<file path="src/source/vfifo_config.svh">
`ifndef VFIFO_CONFIG_SVH
`define VFIFO_CONFIG_SVH

// Stream and memory word width in bits
`define VFIFO_DATA_W 32

// Byte address width on the memory side
`define VFIFO_ADDR_W 32

// Beats per burst as a power of two, kept small so bursts are 4 beats
`define VFIFO_LG_BURST 2

// On-chip FIFO depth, two bursts so one can fill while the other drains
`define VFIFO_LG_FIFO (`VFIFO_LG_BURST + 1)

// Number of byte-lane bits in an address
`define VFIFO_ADDR_LSB ($clog2(`VFIFO_DATA_W / 8))

`endif

</file>
<file path="src/source/vfifo_pkg.sv">
`include "vfifo_config.svh"

package vfifo_pkg;

    typedef logic [`VFIFO_DATA_W-1:0] data_t;
    typedef logic [`VFIFO_ADDR_W-1:0] addr_t;

    // Fill or free space of an on-chip FIFO, one extra bit to hold the full count
    typedef logic [`VFIFO_LG_FIFO:0] fill_t;

    // Number of whole bursts that the external memory can hold, plus one bit
    typedef logic [`VFIFO_ADDR_W-`VFIFO_LG_BURST-`VFIFO_ADDR_LSB:0] burst_cnt_t;

    // Virtual FIFO fill counted in words
    typedef logic [`VFIFO_ADDR_W-`VFIFO_ADDR_LSB:0] vfill_t;

    typedef struct packed {
        data_t data;
        logic  last;
    } mem_wdata_t;

    typedef struct packed {
        data_t data;
        logic  last;
    } mem_rdata_t;

    typedef enum logic {
        RUN,
        DRAIN
    } rst_state_t;

endpackage

</file>
<file path="src/source/axi_vfifo.sv">
`timescale 1ns/1ps
`include "vfifo_config.svh"

module axi_vfifo (
    input  logic                  S_AXI_ACLK,
    input  logic                  S_AXI_ARESETN,
    input  logic                  i_s_valid,
    output logic                  o_s_ready,
    input  vfifo_pkg::data_t      i_s_data,
    output logic                  o_m_valid,
    input  logic                  i_m_ready,
    output vfifo_pkg::data_t      o_m_data,
    output logic                  o_aw_valid,
    input  logic                  i_aw_ready,
    output vfifo_pkg::addr_t      o_aw_addr,
    output logic                  o_w_valid,
    input  logic                  i_w_ready,
    output vfifo_pkg::mem_wdata_t o_w,
    input  logic                  i_b_valid,
    output logic                  o_ar_valid,
    input  logic                  i_ar_ready,
    output vfifo_pkg::addr_t      o_ar_addr,
    input  logic                  i_r_valid,
    input  vfifo_pkg::mem_rdata_t i_r,
    input  logic                  i_soft_rst,
    input  vfifo_pkg::addr_t      i_base_addr,
    input  vfifo_pkg::addr_t      i_addr_mask,
    output vfifo_pkg::vfill_t     o_vfifo_fill,
    output logic                  o_vfifo_empty
);
    import vfifo_pkg::*;

    logic  soft_rst;
    logic  clr;
    logic  in_xfer;
    logic  out_xfer;
    logic  in_full;
    fill_t in_fill;
    data_t in_head;
    logic  out_empty;
    logic  space_ok;
    logic  data_ok;
    logic  vfifo_full;
    logic  wr_start;
    logic  rd_start;
    logic  wr_idle;
    logic  rd_idle;

    assign clr       = !S_AXI_ARESETN || soft_rst;
    assign o_s_ready = !clr && !in_full && !vfifo_full;
    assign in_xfer   = i_s_valid && o_s_ready;
    assign o_m_valid = !out_empty;
    assign out_xfer  = o_m_valid && i_m_ready;

    sync_fifo u_in_fifo (
        .S_AXI_ACLK (S_AXI_ACLK),
        .i_clr      (clr),
        .i_wr       (in_xfer),
        .i_data     (i_s_data),
        .o_full     (in_full),
        .o_fill     (in_fill),
        .i_rd       (o_w_valid && i_w_ready),
        .o_data     (in_head),
        .o_empty    ()
    );

    vfifo_write_engine u_write_engine (
        .S_AXI_ACLK    (S_AXI_ACLK),
        .S_AXI_ARESETN (S_AXI_ARESETN),
        .i_soft_rst    (soft_rst),
        .i_fill        (in_fill),
        .i_space_ok    (space_ok),
        .i_vfifo_full  (vfifo_full),
        .i_fifo_data   (in_head),
        .i_base_addr   (i_base_addr),
        .i_addr_mask   (i_addr_mask),
        .o_aw_valid    (o_aw_valid),
        .i_aw_ready    (i_aw_ready),
        .o_aw_addr     (o_aw_addr),
        .o_w_valid     (o_w_valid),
        .i_w_ready     (i_w_ready),
        .o_w           (o_w),
        .i_b_valid     (i_b_valid),
        .o_start       (wr_start),
        .o_idle        (wr_idle)
    );

    vfifo_read_engine u_read_engine (
        .S_AXI_ACLK    (S_AXI_ACLK),
        .S_AXI_ARESETN (S_AXI_ARESETN),
        .i_clr         (clr),
        .i_soft_rst    (soft_rst),
        .i_data_ok     (data_ok),
        .i_out_taken   (out_xfer),
        .i_base_addr   (i_base_addr),
        .i_addr_mask   (i_addr_mask),
        .o_ar_valid    (o_ar_valid),
        .i_ar_ready    (i_ar_ready),
        .o_ar_addr     (o_ar_addr),
        .i_r_valid     (i_r_valid),
        .i_r_last      (i_r.last),
        .o_start       (rd_start),
        .o_idle        (rd_idle)
    );

    vfifo_tracker u_tracker (
        .S_AXI_ACLK     (S_AXI_ACLK),
        .S_AXI_ARESETN  (S_AXI_ARESETN),
        .i_soft_rst_req (i_soft_rst),
        .i_wr_idle      (wr_idle),
        .i_rd_idle      (rd_idle),
        .i_wr_start     (wr_start),
        .i_rd_start     (rd_start),
        .i_b_valid      (i_b_valid),
        .i_r_done       (i_r_valid && i_r.last),
        .i_in_xfer      (in_xfer),
        .i_out_xfer     (out_xfer),
        .o_soft_rst     (soft_rst),
        .o_space_ok     (space_ok),
        .o_data_ok      (data_ok),
        .o_vfifo_full   (vfifo_full),
        .o_vfifo_empty  (o_vfifo_empty),
        .o_vfifo_fill   (o_vfifo_fill)
    );

    // Read space is reserved ahead, so every R beat finds room here
    sync_fifo u_out_fifo (
        .S_AXI_ACLK (S_AXI_ACLK),
        .i_clr      (clr),
        .i_wr       (i_r_valid),
        .i_data     (i_r.data),
        .o_full     (),
        .o_fill     (),
        .i_rd       (out_xfer),
        .o_data     (o_m_data),
        .o_empty    (out_empty)
    );

endmodule

</file>
<file path="src/source/sync_fifo.sv">
`timescale 1ns/1ps
`include "vfifo_config.svh"

module sync_fifo (
    input  logic             S_AXI_ACLK,
    input  logic             i_clr,
    input  logic             i_wr,
    input  vfifo_pkg::data_t i_data,
    output logic             o_full,
    output vfifo_pkg::fill_t o_fill,
    input  logic             i_rd,
    output vfifo_pkg::data_t o_data,
    output logic             o_empty
);
    import vfifo_pkg::*;

    localparam int DEPTH = 1 << `VFIFO_LG_FIFO;

    data_t mem [DEPTH];
    fill_t wr_ptr;
    fill_t rd_ptr;
    logic  do_wr;
    logic  do_rd;

    // Writes on full and reads on empty are dropped here
    assign do_wr = i_wr && !o_full;
    assign do_rd = i_rd && !o_empty;

    always_ff @(posedge S_AXI_ACLK) begin
        if (do_wr) begin
            mem[wr_ptr[`VFIFO_LG_FIFO-1:0]] <= i_data;
        end
    end

    always_ff @(posedge S_AXI_ACLK) begin
        if (i_clr) begin
            wr_ptr <= '0;
            rd_ptr <= '0;
        end else begin
            if (do_wr) begin
                wr_ptr <= wr_ptr + 1'b1;
            end
            if (do_rd) begin
                rd_ptr <= rd_ptr + 1'b1;
            end
        end
    end

    // The pointers carry one wrap bit, so their difference is the fill
    assign o_fill  = wr_ptr - rd_ptr;
    assign o_full  = o_fill[`VFIFO_LG_FIFO];
    assign o_empty = (o_fill == '0);

    // Head of the FIFO is visible without a read cycle
    assign o_data = mem[rd_ptr[`VFIFO_LG_FIFO-1:0]];

endmodule

</file>
<file path="src/source/vfifo_read_engine.sv">
`timescale 1ns/1ps
`include "vfifo_config.svh"

module vfifo_read_engine (
    input  logic             S_AXI_ACLK,
    input  logic             S_AXI_ARESETN,
    input  logic             i_clr,
    input  logic             i_soft_rst,
    input  logic             i_data_ok,
    input  logic             i_out_taken,
    input  vfifo_pkg::addr_t i_base_addr,
    input  vfifo_pkg::addr_t i_addr_mask,
    output logic             o_ar_valid,
    input  logic             i_ar_ready,
    output vfifo_pkg::addr_t o_ar_addr,
    input  logic             i_r_valid,
    input  logic             i_r_last,
    output logic             o_start,
    output logic             o_idle
);
    import vfifo_pkg::*;

    localparam fill_t FIFO_WORDS  = fill_t'(1 << `VFIFO_LG_FIFO);
    localparam fill_t BURST_WORDS = fill_t'(1 << `VFIFO_LG_BURST);
    localparam addr_t BURST_BYTES = addr_t'(1 << (`VFIFO_LG_BURST + `VFIFO_ADDR_LSB));

    logic       start;
    logic       start_q;
    logic       r_done;
    fill_t      space;
    addr_t      offset;
    burst_cnt_t outstanding;

    assign r_done = i_r_valid && i_r_last;

    // Output FIFO room is claimed when a read starts, so R never has to stall
    always_ff @(posedge S_AXI_ACLK) begin
        if (i_clr) begin
            space <= FIFO_WORDS;
        end else begin
            case ({start, i_out_taken})
                2'b10:   space <= space - BURST_WORDS;
                2'b01:   space <= space + 1'b1;
                2'b11:   space <= space - BURST_WORDS + 1'b1;
                default: space <= space;
            endcase
        end
    end

    always_comb begin
        start = (space >= BURST_WORDS) && i_data_ok;
        if (i_soft_rst || start_q) begin
            start = 1'b0;
        end
        if (o_ar_valid && !i_ar_ready) begin
            start = 1'b0;
        end
    end

    always_ff @(posedge S_AXI_ACLK) begin
        if (!S_AXI_ARESETN) begin
            start_q    <= 1'b0;
            o_ar_valid <= 1'b0;
        end else begin
            start_q <= start;
            if (!o_ar_valid || i_ar_ready) begin
                o_ar_valid <= start;
            end
        end
    end

    always_ff @(posedge S_AXI_ACLK) begin
        if (!S_AXI_ARESETN) begin
            offset <= '0;
        end else if (o_ar_valid && i_ar_ready) begin
            offset <= (offset + BURST_BYTES) & i_addr_mask;
        end else if (i_soft_rst && !o_ar_valid) begin
            offset <= '0;
        end
    end

    always_ff @(posedge S_AXI_ACLK) begin
        if (!S_AXI_ARESETN) begin
            outstanding <= '0;
        end else begin
            case ({start_q, r_done})
                2'b10:   outstanding <= outstanding + 1'b1;
                2'b01:   outstanding <= outstanding - 1'b1;
                default: outstanding <= outstanding;
            endcase
        end
    end

    // Idle when no burst is waiting for its final R beat
    always_ff @(posedge S_AXI_ACLK) begin
        if (!S_AXI_ARESETN) begin
            o_idle <= 1'b1;
        end else if (start || o_ar_valid) begin
            o_idle <= 1'b0;
        end else begin
            o_idle <= (outstanding == (r_done ? burst_cnt_t'(1) : burst_cnt_t'(0)));
        end
    end

    assign o_ar_addr = i_base_addr + offset;
    assign o_start   = start;

endmodule

</file>
<file path="src/source/vfifo_tracker.sv">
`timescale 1ns/1ps
`include "vfifo_config.svh"

module vfifo_tracker (
    input  logic              S_AXI_ACLK,
    input  logic              S_AXI_ARESETN,
    input  logic              i_soft_rst_req,
    input  logic              i_wr_idle,
    input  logic              i_rd_idle,
    input  logic              i_wr_start,
    input  logic              i_rd_start,
    input  logic              i_b_valid,
    input  logic              i_r_done,
    input  logic              i_in_xfer,
    input  logic              i_out_xfer,
    output logic              o_soft_rst,
    output logic              o_space_ok,
    output logic              o_data_ok,
    output logic              o_vfifo_full,
    output logic              o_vfifo_empty,
    output vfifo_pkg::vfill_t o_vfifo_fill
);
    import vfifo_pkg::*;

    localparam int         BURST_AW  = `VFIFO_ADDR_W - `VFIFO_LG_BURST - `VFIFO_ADDR_LSB;
    localparam burst_cnt_t SPACE_MAX = burst_cnt_t'(1) << BURST_AW;
    localparam int         VFILL_W   = $bits(vfill_t);

    rst_state_t state;
    burst_cnt_t mem_data;
    burst_cnt_t mem_space;
    logic       clr;

    // Soft reset holds until both engines have nothing left in flight
    always_ff @(posedge S_AXI_ACLK) begin
        if (!S_AXI_ARESETN) begin
            state <= RUN;
        end else if (i_soft_rst_req) begin
            state <= DRAIN;
        end else if (state == DRAIN && i_wr_idle && i_rd_idle) begin
            state <= RUN;
        end
    end

    assign o_soft_rst = (state == DRAIN);
    assign clr        = !S_AXI_ARESETN || o_soft_rst;

    // Data only counts as readable after its B response
    always_ff @(posedge S_AXI_ACLK) begin
        if (clr) begin
            mem_data  <= '0;
            mem_space <= SPACE_MAX;
        end else begin
            case ({i_b_valid, i_rd_start})
                2'b10:   mem_data <= mem_data + 1'b1;
                2'b01:   mem_data <= mem_data - 1'b1;
                default: mem_data <= mem_data;
            endcase
            case ({i_wr_start, i_r_done})
                2'b10:   mem_space <= mem_space - 1'b1;
                2'b01:   mem_space <= mem_space + 1'b1;
                default: mem_space <= mem_space;
            endcase
        end
    end

    assign o_space_ok = (mem_space != '0);
    assign o_data_ok  = (mem_data != '0) || i_b_valid;

    always_ff @(posedge S_AXI_ACLK) begin
        if (clr) begin
            o_vfifo_fill  <= '0;
            o_vfifo_empty <= 1'b1;
            o_vfifo_full  <= 1'b0;
        end else begin
            case ({i_in_xfer, i_out_xfer})
                2'b10: begin
                    o_vfifo_fill  <= o_vfifo_fill + 1'b1;
                    o_vfifo_empty <= 1'b0;
                    o_vfifo_full  <= &o_vfifo_fill[VFILL_W-2:0];
                end
                2'b01: begin
                    o_vfifo_fill  <= o_vfifo_fill - 1'b1;
                    o_vfifo_full  <= 1'b0;
                    o_vfifo_empty <= (o_vfifo_fill <= vfill_t'(1));
                end
                default: begin
                end
            endcase
        end
    end

endmodule

</file>
<file path="src/source/vfifo_write_engine.sv">
`timescale 1ns/1ps
`include "vfifo_config.svh"

module vfifo_write_engine (
    input  logic                  S_AXI_ACLK,
    input  logic                  S_AXI_ARESETN,
    input  logic                  i_soft_rst,
    input  vfifo_pkg::fill_t      i_fill,
    input  logic                  i_space_ok,
    input  logic                  i_vfifo_full,
    input  vfifo_pkg::data_t      i_fifo_data,
    input  vfifo_pkg::addr_t      i_base_addr,
    input  vfifo_pkg::addr_t      i_addr_mask,
    output logic                  o_aw_valid,
    input  logic                  i_aw_ready,
    output vfifo_pkg::addr_t      o_aw_addr,
    output logic                  o_w_valid,
    input  logic                  i_w_ready,
    output vfifo_pkg::mem_wdata_t o_w,
    input  logic                  i_b_valid,
    output logic                  o_start,
    output logic                  o_idle
);
    import vfifo_pkg::*;

    localparam fill_t BURST_WORDS = fill_t'(1 << `VFIFO_LG_BURST);
    localparam addr_t BURST_BYTES = addr_t'(1 << (`VFIFO_LG_BURST + `VFIFO_ADDR_LSB));
    localparam logic [`VFIFO_LG_BURST:0] PEND_FULL = 1 << `VFIFO_LG_BURST;
    localparam logic [`VFIFO_LG_BURST:0] PEND_ONE  = 1;
    localparam logic [`VFIFO_LG_BURST:0] PEND_TWO  = 2;

    logic                     start;
    logic                     start_q;
    logic                     w_last;
    logic                     w_xfer;
    logic [`VFIFO_LG_BURST:0] pending;
    addr_t                    offset;
    burst_cnt_t               outstanding;

    assign w_xfer = o_w_valid && i_w_ready;

    // A new burst needs a full burst waiting and both write channels free
    // The word on W this cycle still sits in the input fill, so it is not counted
    always_comb begin
        start = (i_fill >= (o_w_valid ? BURST_WORDS + 1'b1 : BURST_WORDS)) && i_space_ok;
        if (i_vfifo_full || i_soft_rst || start_q) begin
            start = 1'b0;
        end
        if (o_w_valid && (!i_w_ready || !w_last)) begin
            start = 1'b0;
        end
        if (o_aw_valid && !i_aw_ready) begin
            start = 1'b0;
        end
    end

    always_ff @(posedge S_AXI_ACLK) begin
        if (!S_AXI_ARESETN) begin
            start_q    <= 1'b0;
            o_aw_valid <= 1'b0;
            o_w_valid  <= 1'b0;
            pending    <= '0;
        end else begin
            start_q <= start;
            if (!o_aw_valid || i_aw_ready) begin
                o_aw_valid <= start;
            end
            if (start) begin
                o_w_valid <= 1'b1;
            end else if (!o_w_valid || i_w_ready) begin
                o_w_valid <= o_w_valid && !w_last;
            end
            if (start) begin
                pending <= PEND_FULL;
            end else if (w_xfer) begin
                pending <= pending - 1'b1;
            end
        end
    end

    // WLAST looks one beat ahead of the pending count
    always_ff @(posedge S_AXI_ACLK) begin
        if (start) begin
            w_last <= (`VFIFO_LG_BURST == 0);
        end else if (!o_w_valid || i_w_ready) begin
            w_last <= (pending == (o_w_valid ? PEND_TWO : PEND_ONE));
        end
    end

    // Offset steps one burst per accepted AW and returns to zero in soft reset
    always_ff @(posedge S_AXI_ACLK) begin
        if (!S_AXI_ARESETN) begin
            offset <= '0;
        end else if (o_aw_valid && i_aw_ready) begin
            offset <= (offset + BURST_BYTES) & i_addr_mask;
        end else if (i_soft_rst && !o_aw_valid) begin
            offset <= '0;
        end
    end

    always_ff @(posedge S_AXI_ACLK) begin
        if (!S_AXI_ARESETN) begin
            outstanding <= '0;
        end else begin
            case ({start_q, i_b_valid})
                2'b10:   outstanding <= outstanding + 1'b1;
                2'b01:   outstanding <= outstanding - 1'b1;
                default: outstanding <= outstanding;
            endcase
        end
    end

    // Idle once every issued burst has had its B response
    always_ff @(posedge S_AXI_ACLK) begin
        if (!S_AXI_ARESETN) begin
            o_idle <= 1'b1;
        end else if (start || o_w_valid) begin
            o_idle <= 1'b0;
        end else begin
            o_idle <= (outstanding == (i_b_valid ? burst_cnt_t'(1) : burst_cnt_t'(0)));
        end
    end

    assign o_aw_addr = i_base_addr + offset;
    assign o_w.data  = i_fifo_data;
    assign o_w.last  = w_last;
    assign o_start   = start;

endmodule
</file>
<file path="config.mk">
export PLATFORM = sky130hd
export DESIGN_NAME = axi_vfifo
export DESIGN_NICKNAME = d
export VERILOG_FILES = /design/src/source/vfifo_pkg.sv /design/src/source/axi_vfifo.sv /design/src/source/sync_fifo.sv /design/src/source/vfifo_read_engine.sv /design/src/source/vfifo_tracker.sv /design/src/source/vfifo_write_engine.sv
export VERILOG_INCLUDE_DIRS = /design/src /design/src/source
export SDC_FILE = /design/constraint.sdc
export NUM_CORES = 1
export LEC_CHECK = 0
export BUFFER_PORTS_ARGS = -buffer_cell sky130_fd_sc_hd__buf_4
export CORE_UTILIZATION = 50
export DETAILED_ROUTE_END_ITERATION = 6
export HOLD_SLACK_MARGIN = 0.1
export PLACE_DENSITY = 0.66
export SETUP_SLACK_MARGIN = 0.4
export SYNTH_ARGS = -nofsm -noshare
export SYNTH_HDL_FRONTEND = slang
export SYNTH_SLANG_ARGS = --single-unit
</file>
<file path="constraint.sdc">
create_clock -name S_AXI_ACLK -period 8.4 [get_ports S_AXI_ACLK]
set_clock_uncertainty 0.2 [all_clocks]
set_input_delay 1.68 -clock S_AXI_ACLK [delete_from_list [all_inputs] [get_ports S_AXI_ACLK]]
set_output_delay 1.68 -clock S_AXI_ACLK [all_outputs]
set_load 0.01 [all_outputs]
</file>
After elaboration in Yosys (flattened, before gate mapping)
Memories as Yosys holds them, arrays and structs flattened. A register that Yosys moved wholly into a read port is not among the register bits.
Index checks and enable logic that the tools add are counted.

word-level totals
  flip-flop bits (word level) = 245
  RAM bits = 512
  bits of input ports = 139
  output and inout port bits = 166
  memories kept = 2

operators by class
  add/subtract/negate cells = 24
  magnitude comparators = 3
  equality and inequality tests = 16
  multiplexer cells = 37
  bitwise gates (word level) = 3
  reduce and logical (&&, ||, !) cells = 64

memory list
  name            words  bits a word  rd ports  clocked after memory_dff  write ports  RTL line         text
  u_in_fifo.mem   8      32           1         1                         1            sync_fifo.sv:19  data_t mem [DEPTH];
  u_out_fifo.mem  8      32           1         1                         1            sync_fifo.sv:19

operators by type and width
  operator                                                                number
  29-bit case mux with 2 select lines                                     4
  32-bit 2-to-1 mux                                                       4
  29-bit by 1-bit adder with 29-bit output, second input constant         4
  29-bit by 1-bit subtractor with 29-bit output, second input constant    4
  32-bit adder                                                            2
  32-bit by 5-bit adder with 32-bit output, second input constant         2
  32-bit AND                                                              2
  31-bit case mux with 2 select lines                                     1
  29-bit == test                                                          2
  29-bit nonzero test                                                     2
  31-bit by 1-bit adder with 31-bit output, second input constant         1
  31-bit by 1-bit <= comparator with 1-bit output, second input constant  1
  31-bit by 1-bit subtractor with 31-bit output, second input constant    1
  30-bit AND reduction                                                    1
  4-bit by 1-bit adder with 4-bit output, second input constant           6
  1-bit logical AND                                                       22
  2-bit nonzero test                                                      10
  1-bit 2-to-1 mux                                                        18
  3-bit 2-to-1 mux                                                        6
  2-bit == test, second input constant                                    7
  1-bit logical NOT                                                       14
  2-bit by 1-bit == test with 1-bit output, second input constant         6
  4-bit case mux with 3 select lines                                      1
  1-bit logical OR                                                        11
  12 further kinds                                                        15

Longest topological paths before layout
  depth in word-level cells = 9
  gate-level depth with buffers = 22
  mapped depth without buffers = 21

Cells and area by module
From an unflattened synthesis, not the netlist that was laid out.

second synthesis, totals
  cell total of the unflattened synthesis = 3860
  area, all modules = 42140.4 sq um

modules (own cells, without submodules)
  module              instances  cells an instance  area an instance (sq um)  seq. area each (sq um)
  sync_fifo           2          464                10337.4                   7907.6
  vfifo_tracker       1          1048               7782.5                    1841.8
  vfifo_write_engine  1          978                7059.3                    1381.3
  vfifo_read_engine   1          899                6565.0                    1361.3
  axi_vfifo           1          7                  58.8                      0.0

Worst setup path before layout
Ideal clock, no wire load.

  path kind = input -> register
  start point = input S_AXI_ARESETN
  end point = memory u_in_fifo.mem[1][0] (netlist bit), enable pin
  setup time = 502 ps
  data arrival time = 5685 ps
  data required time = 7698 ps
  slack = 2014 ps
  cell stages on the path = 6
  path buffers = 1
  cells stage by stage = nand2b_1 nor3b_1 and2_1 clkbuf_1 inv_2 nor4_1

between the ends
  cells in the longest elaborated chain, start to end = 9

RTL lines
  element                         RTL line         text
  start: declaration              axi_vfifo.sv:6   input logic S_AXI_ARESETN,
  1-bit logical NOT               axi_vfifo.sv:49  assign clr = !S_AXI_ARESETN || soft_rst;
  1-bit logical OR                axi_vfifo.sv:49
  1-bit logical NOT               axi_vfifo.sv:50  assign o_s_ready = !clr && !in_full && !vfifo_full;
  1-bit logical AND (2 in a row)  axi_vfifo.sv:50
  net o_s_ready                   axi_vfifo.sv:8   output logic o_s_ready,
  1-bit logical AND               axi_vfifo.sv:51  assign in_xfer = i_s_valid && o_s_ready;
  1-bit logical AND               sync_fifo.sv:26  assign do_wr = i_wr && !o_full;
  1-bit 2-to-1 mux                sync_fifo.sv:30  if (do_wr) begin
  1-bit 2-to-1 mux                sync_fifo.sv:31  mem[wr_ptr[`VFIFO_LG_FIFO-1:0]] <= i_data;
  end: declaration                sync_fifo.sv:19

The timed path passes the listed nets, and every way through them passes these cells.

Worst setup path after layout
  start point = input i_base_addr[0]
  end point = output o_ar_addr[28]

between the ends
  cells in the longest elaborated chain, start to end = 1

RTL lines
  element             RTL line                  text
  start: declaration  axi_vfifo.sv:26           input vfifo_pkg::addr_t i_base_addr,
  32-bit adder        vfifo_read_engine.sv:105  assign o_ar_addr = i_base_addr + offset;
  end: declaration    axi_vfifo.sv:22           output vfifo_pkg::addr_t o_ar_addr,

Every way passes these cells.

==> impl_metrics.env <==
export IMPL_final_common_cell="edfxtp_1"
export IMPL_fmax_mhz=156
export IMPL_syn_to_final_growth_pct=15.7
export IMPL_worstHoldPathType="reg2reg"
export IMPL_antenna_found_initial=0
export IMPL_worst_path_largest_cell_delay_ns=0.45
export IMPL_synth_seq_area_share_pct=52.4
export IMPL_critPathKind="in2out"
export IMPL_clk_latency_ns=0.64
export IMPL_relSlewSlack_pct=27.9
export IMPL_die_width_um=281
export IMPL_n_antenna_cell=0
export IMPL_cts_buffers=82
export IMPL_post_cts_resized=0
export IMPL_numClockSinks=763
export IMPL_tns_ns=0
export IMPL_place_area_sq_um=42400
export IMPL_fin_ws_ns=1.99
export IMPL_final_cell_mix="512 x edfxtp_1, 340 x buf_4, 317 x nor2_1, 258 x a21oi_1, 245 x dfxtp_1"
export IMPL_ys_types=86
export IMPL_cts_root_buf="clkbuf_16"
export IMPL_syn_nets=3692
export IMPL_ys_flop_type="edfxtp_1"
export IMPL_final_antenna_net_count=0
export IMPL_finalWirelength_um=91100
export IMPL_hold_violations=0
export IMPL_worst_slew_pin_slew_ns=1.08
export IMPL_endpoint_kind="output pin"
export IMPL_worstPathCellList="buf_4 > ha_1 > inv_1 > fa_1 > nor2b_1 > o21a_1 > o21ai_1 > a21bo_2 > a21oi_1 > a21oi_1 > o31ai_1 > a21boi_1 > xnor2_1 > buf_4"
export IMPL_synth_cells=3352
export IMPL_fin_crit_sh_pct=76.3
export IMPL_yosysWarnings=0
export IMPL_numPortBuffers=304
export IMPL_dr_pass1_iters=6
export IMPL_drive_above_1_share_pct=19.1
export IMPL_grt_max_degree=94
export IMPL_stdcell_count=4736
export IMPL_cp_arrival_ns=4.53
export IMPL_drv_cap=0
export IMPL_ctsHoldBuffers=0
export IMPL_fin_util_pct=59.0
export IMPL_multi_input_area_sq_um=17800
export IMPL_nets=3982
export IMPL_wl_per_cell_um=19.2
export IMPL_fill_cells=6304
export IMPL_initial_utilization_pct=50.9
export IMPL_path_max_fanout=5
export IMPL_synthArstFlopShare_pct=0
export IMPL_startpoint_type="input port"
export IMPL_syn_avg_cell_area_sq_um=11.6
export IMPL_grt_pass1_wl_um=142000
export IMPL_core_area_sq_um=76500
export IMPL_synth_seq_cells=763
export IMPL_final_area_sq_um=45100
export IMPL_slowest_stage="a21oi_1"
export IMPL_grt_remaining_overflow=0
export IMPL_dieArea_sq_um=79000
export IMPL_drtIter0Drc=1782
export IMPL_dpl_cell_count=4588
export IMPL_ios=305
export IMPL_die_h_um=281
export IMPL_synth_area_sq_um=38900
export IMPL_max_clock_path_buffers=3
export IMPL_run_status="complete, no violations"
export IMPL_post_route_min_period_ns=6.41
export IMPL_crit_required_ns=6.52
export IMPL_place_ws_ns=1.94
export IMPL_num_vias=27400
export IMPL_synth_edff_count=512
export IMPL_seq_area_sq_um=20400
export IMPL_rsz0062_at_grt="false"
export IMPL_peakVddDrop_mv=0.162
export IMPL_htreeDepth=3
export IMPL_cts_tree="done"
export IMPL_rows=101
export IMPL_grt_pass1_vias=26200
export IMPL_setup_violations=0
export IMPL_detail_route_vias_per_cell=5.78
export IMPL_track_usage_pct=22.6
export IMPL_hpwl_um=58800
export IMPL_cts_clk_slew_worst_paths_ns=0.05
export IMPL_p_leak_nw=16.7
export IMPL_gp_congestion=0.886
export IMPL_post_route_drc_count=0
export IMPL_power_density_nw_per_um2=224
export IMPL_drv_slew=0
export IMPL_postCtsSetupBuffers=0
[cell type report]
type | count | share of cell area [%]
clock buffers | 105 | 4.90
clock inverters | 43 | 1.06
inverters | 83 | 0.694
multi-input cells | 2372 | 39.5
flip-flops and latches | 763 | 45.3
well taps | 1030 | 2.86
repair buffers | 340 | 5.66
[power breakdown]
group,total [W],leakage [nW],internal (W),switching [W]
Sequential,0.00435,6.67,0.00419,0.000160
Clock,0.00357,1.29,0.00204,0.00153
Combinational,0.00217,8.75,0.000914,0.00125
Total,0.0101,16.7,0.00715,0.00294
[metal layers]
metal | part of all wire (%) | track usage, % | vias up | routed length (um)
li1 | - | - | 13400 | -
met1 | 45 | 30.4 | 13300 | 40600
met2 | 49 | 38.6 | 615 | 44400
met3 | 4.7 | 2.81 | 123 | 4250
met4 | 2.0 | 5.86 | 0 | 1790
met5 | 0 | 0 | - | 0
[logic make-up (layout without fill, tap and decap cells)]
family / after synthesis / in the layout / share of synthesized area, %
multiplexers: 212 / 212 / 9.77
buffers and inverters: 217 / 571 / 2.10
AO/OA/AOI/OAI: 753 / 753 / 12.2
flip-flops: 763 / 763 / 52.4
adder cells (fa/ha/maj): 201 / 201 / 6.59
XOR/XNOR: 183 / 183 / 4.12
AND/OR/NAND/NOR: 1023 / 1023 / 12.8
[flip-flops by register name (all words and copies together), names as in the netlist, 3 cells and up, named ones only]
signal	cells
u_out_fifo.rd_ptr	4
u_write_engine.outstanding	29
u_out_fifo.wr_ptr	4
u_tracker.o_vfifo_fill	31
u_out_fifo.mem	256
u_in_fifo.rd_ptr	4
u_in_fifo.mem	256
u_read_engine.space	4
u_read_engine.outstanding	29
u_read_engine.offset	32
u_write_engine.offset	32
u_tracker.mem_space	29
u_write_engine.pending	3
u_in_fifo.wr_ptr	4
u_tracker.mem_data	29
[final timing paths]
| kind | depth (start not counted) | slack, ns | end | from |
|---|---|---|---|---|
| worst max-delay path | 14 | 1.99 | o_ar_addr[28] | i_base_addr[0] |
| worst min-delay path | 2 | 0.28 | u_write_engine.pending[1] | u_write_engine.pending[1] |
| worst max register to register | 21 | 2.41 | u_tracker.mem_space[26] | u_in_fifo.wr_ptr[0] |
| worst min register to register | 2 | 0.28 | u_write_engine.pending[1] | u_write_engine.pending[1] |
[through the flow]
| step | total power (W) | hold slack, ns |
|---|---|---|
| final | 0.0101 | 0.283 |
| after floorplan | 0.00598 | 0.232 |
| after detailed placement | 0.00658 | 0.273 |
| after CTS | 0.0102 | 0.285 |
| after global placement | 0.00656 | 0.260 |
| after global routing | 0.0106 | 0.304 |
[cells in the mapped netlist (9+ instances only)]
library cell	count	area share, %
nand2b_1	34	0.55
a211oi_1	26	0.50
or4_1	12	0.23
a32oi_1	10	0.22
nand3b_1	12	0.23
o21ai_0	130	1.7
a21o_1	74	1.4
nor2b_1	26	0.42
nor4b_1	11	0.25
and4_1	9	0.20
or3_1	30	0.48
o21ai_1	25	0.32
nand4_1	47	0.76
mux2_2	65	1.9
o31ai_1	11	0.21
a31oi_1	39	0.63
and3_1	30	0.48
buf_1	30	0.29
a311oi_1	17	0.38
and2_1	21	0.34
xnor2_1	117	2.6
xor2_1	66	1.5
nor2_1	320	3.1
mux2i_1	19	0.49
o211ai_1	19	0.37
nand3_1	124	1.6
a211o_1	11	0.25
clkbuf_1	102	0.98
a21oi_1	258	3.3
mux4_2	128	7.4
nand2_1	208	2.0
ha_1	194	6.2
o21a_1	27	0.52
nor3_1	69	0.89
inv_1	80	0.77
nor4_1	38	0.61
edfxtp_1	512	39
dfxtp_1	251	13
o21bai_1	18	0.35
a22oi_1	13	0.25
[worst max-delay path, delay by kind of cell]
kind	cells	cell delay [ns]
AO/OA/AOI/OAI	7	1.68
XOR/XNOR	1	0.15
adder cells (fa/ha/maj)	2	0.59
buffers and inverters	3	0.30
AND/OR/NAND/NOR	1	0.13
Power figures use the tool's default switching activity.
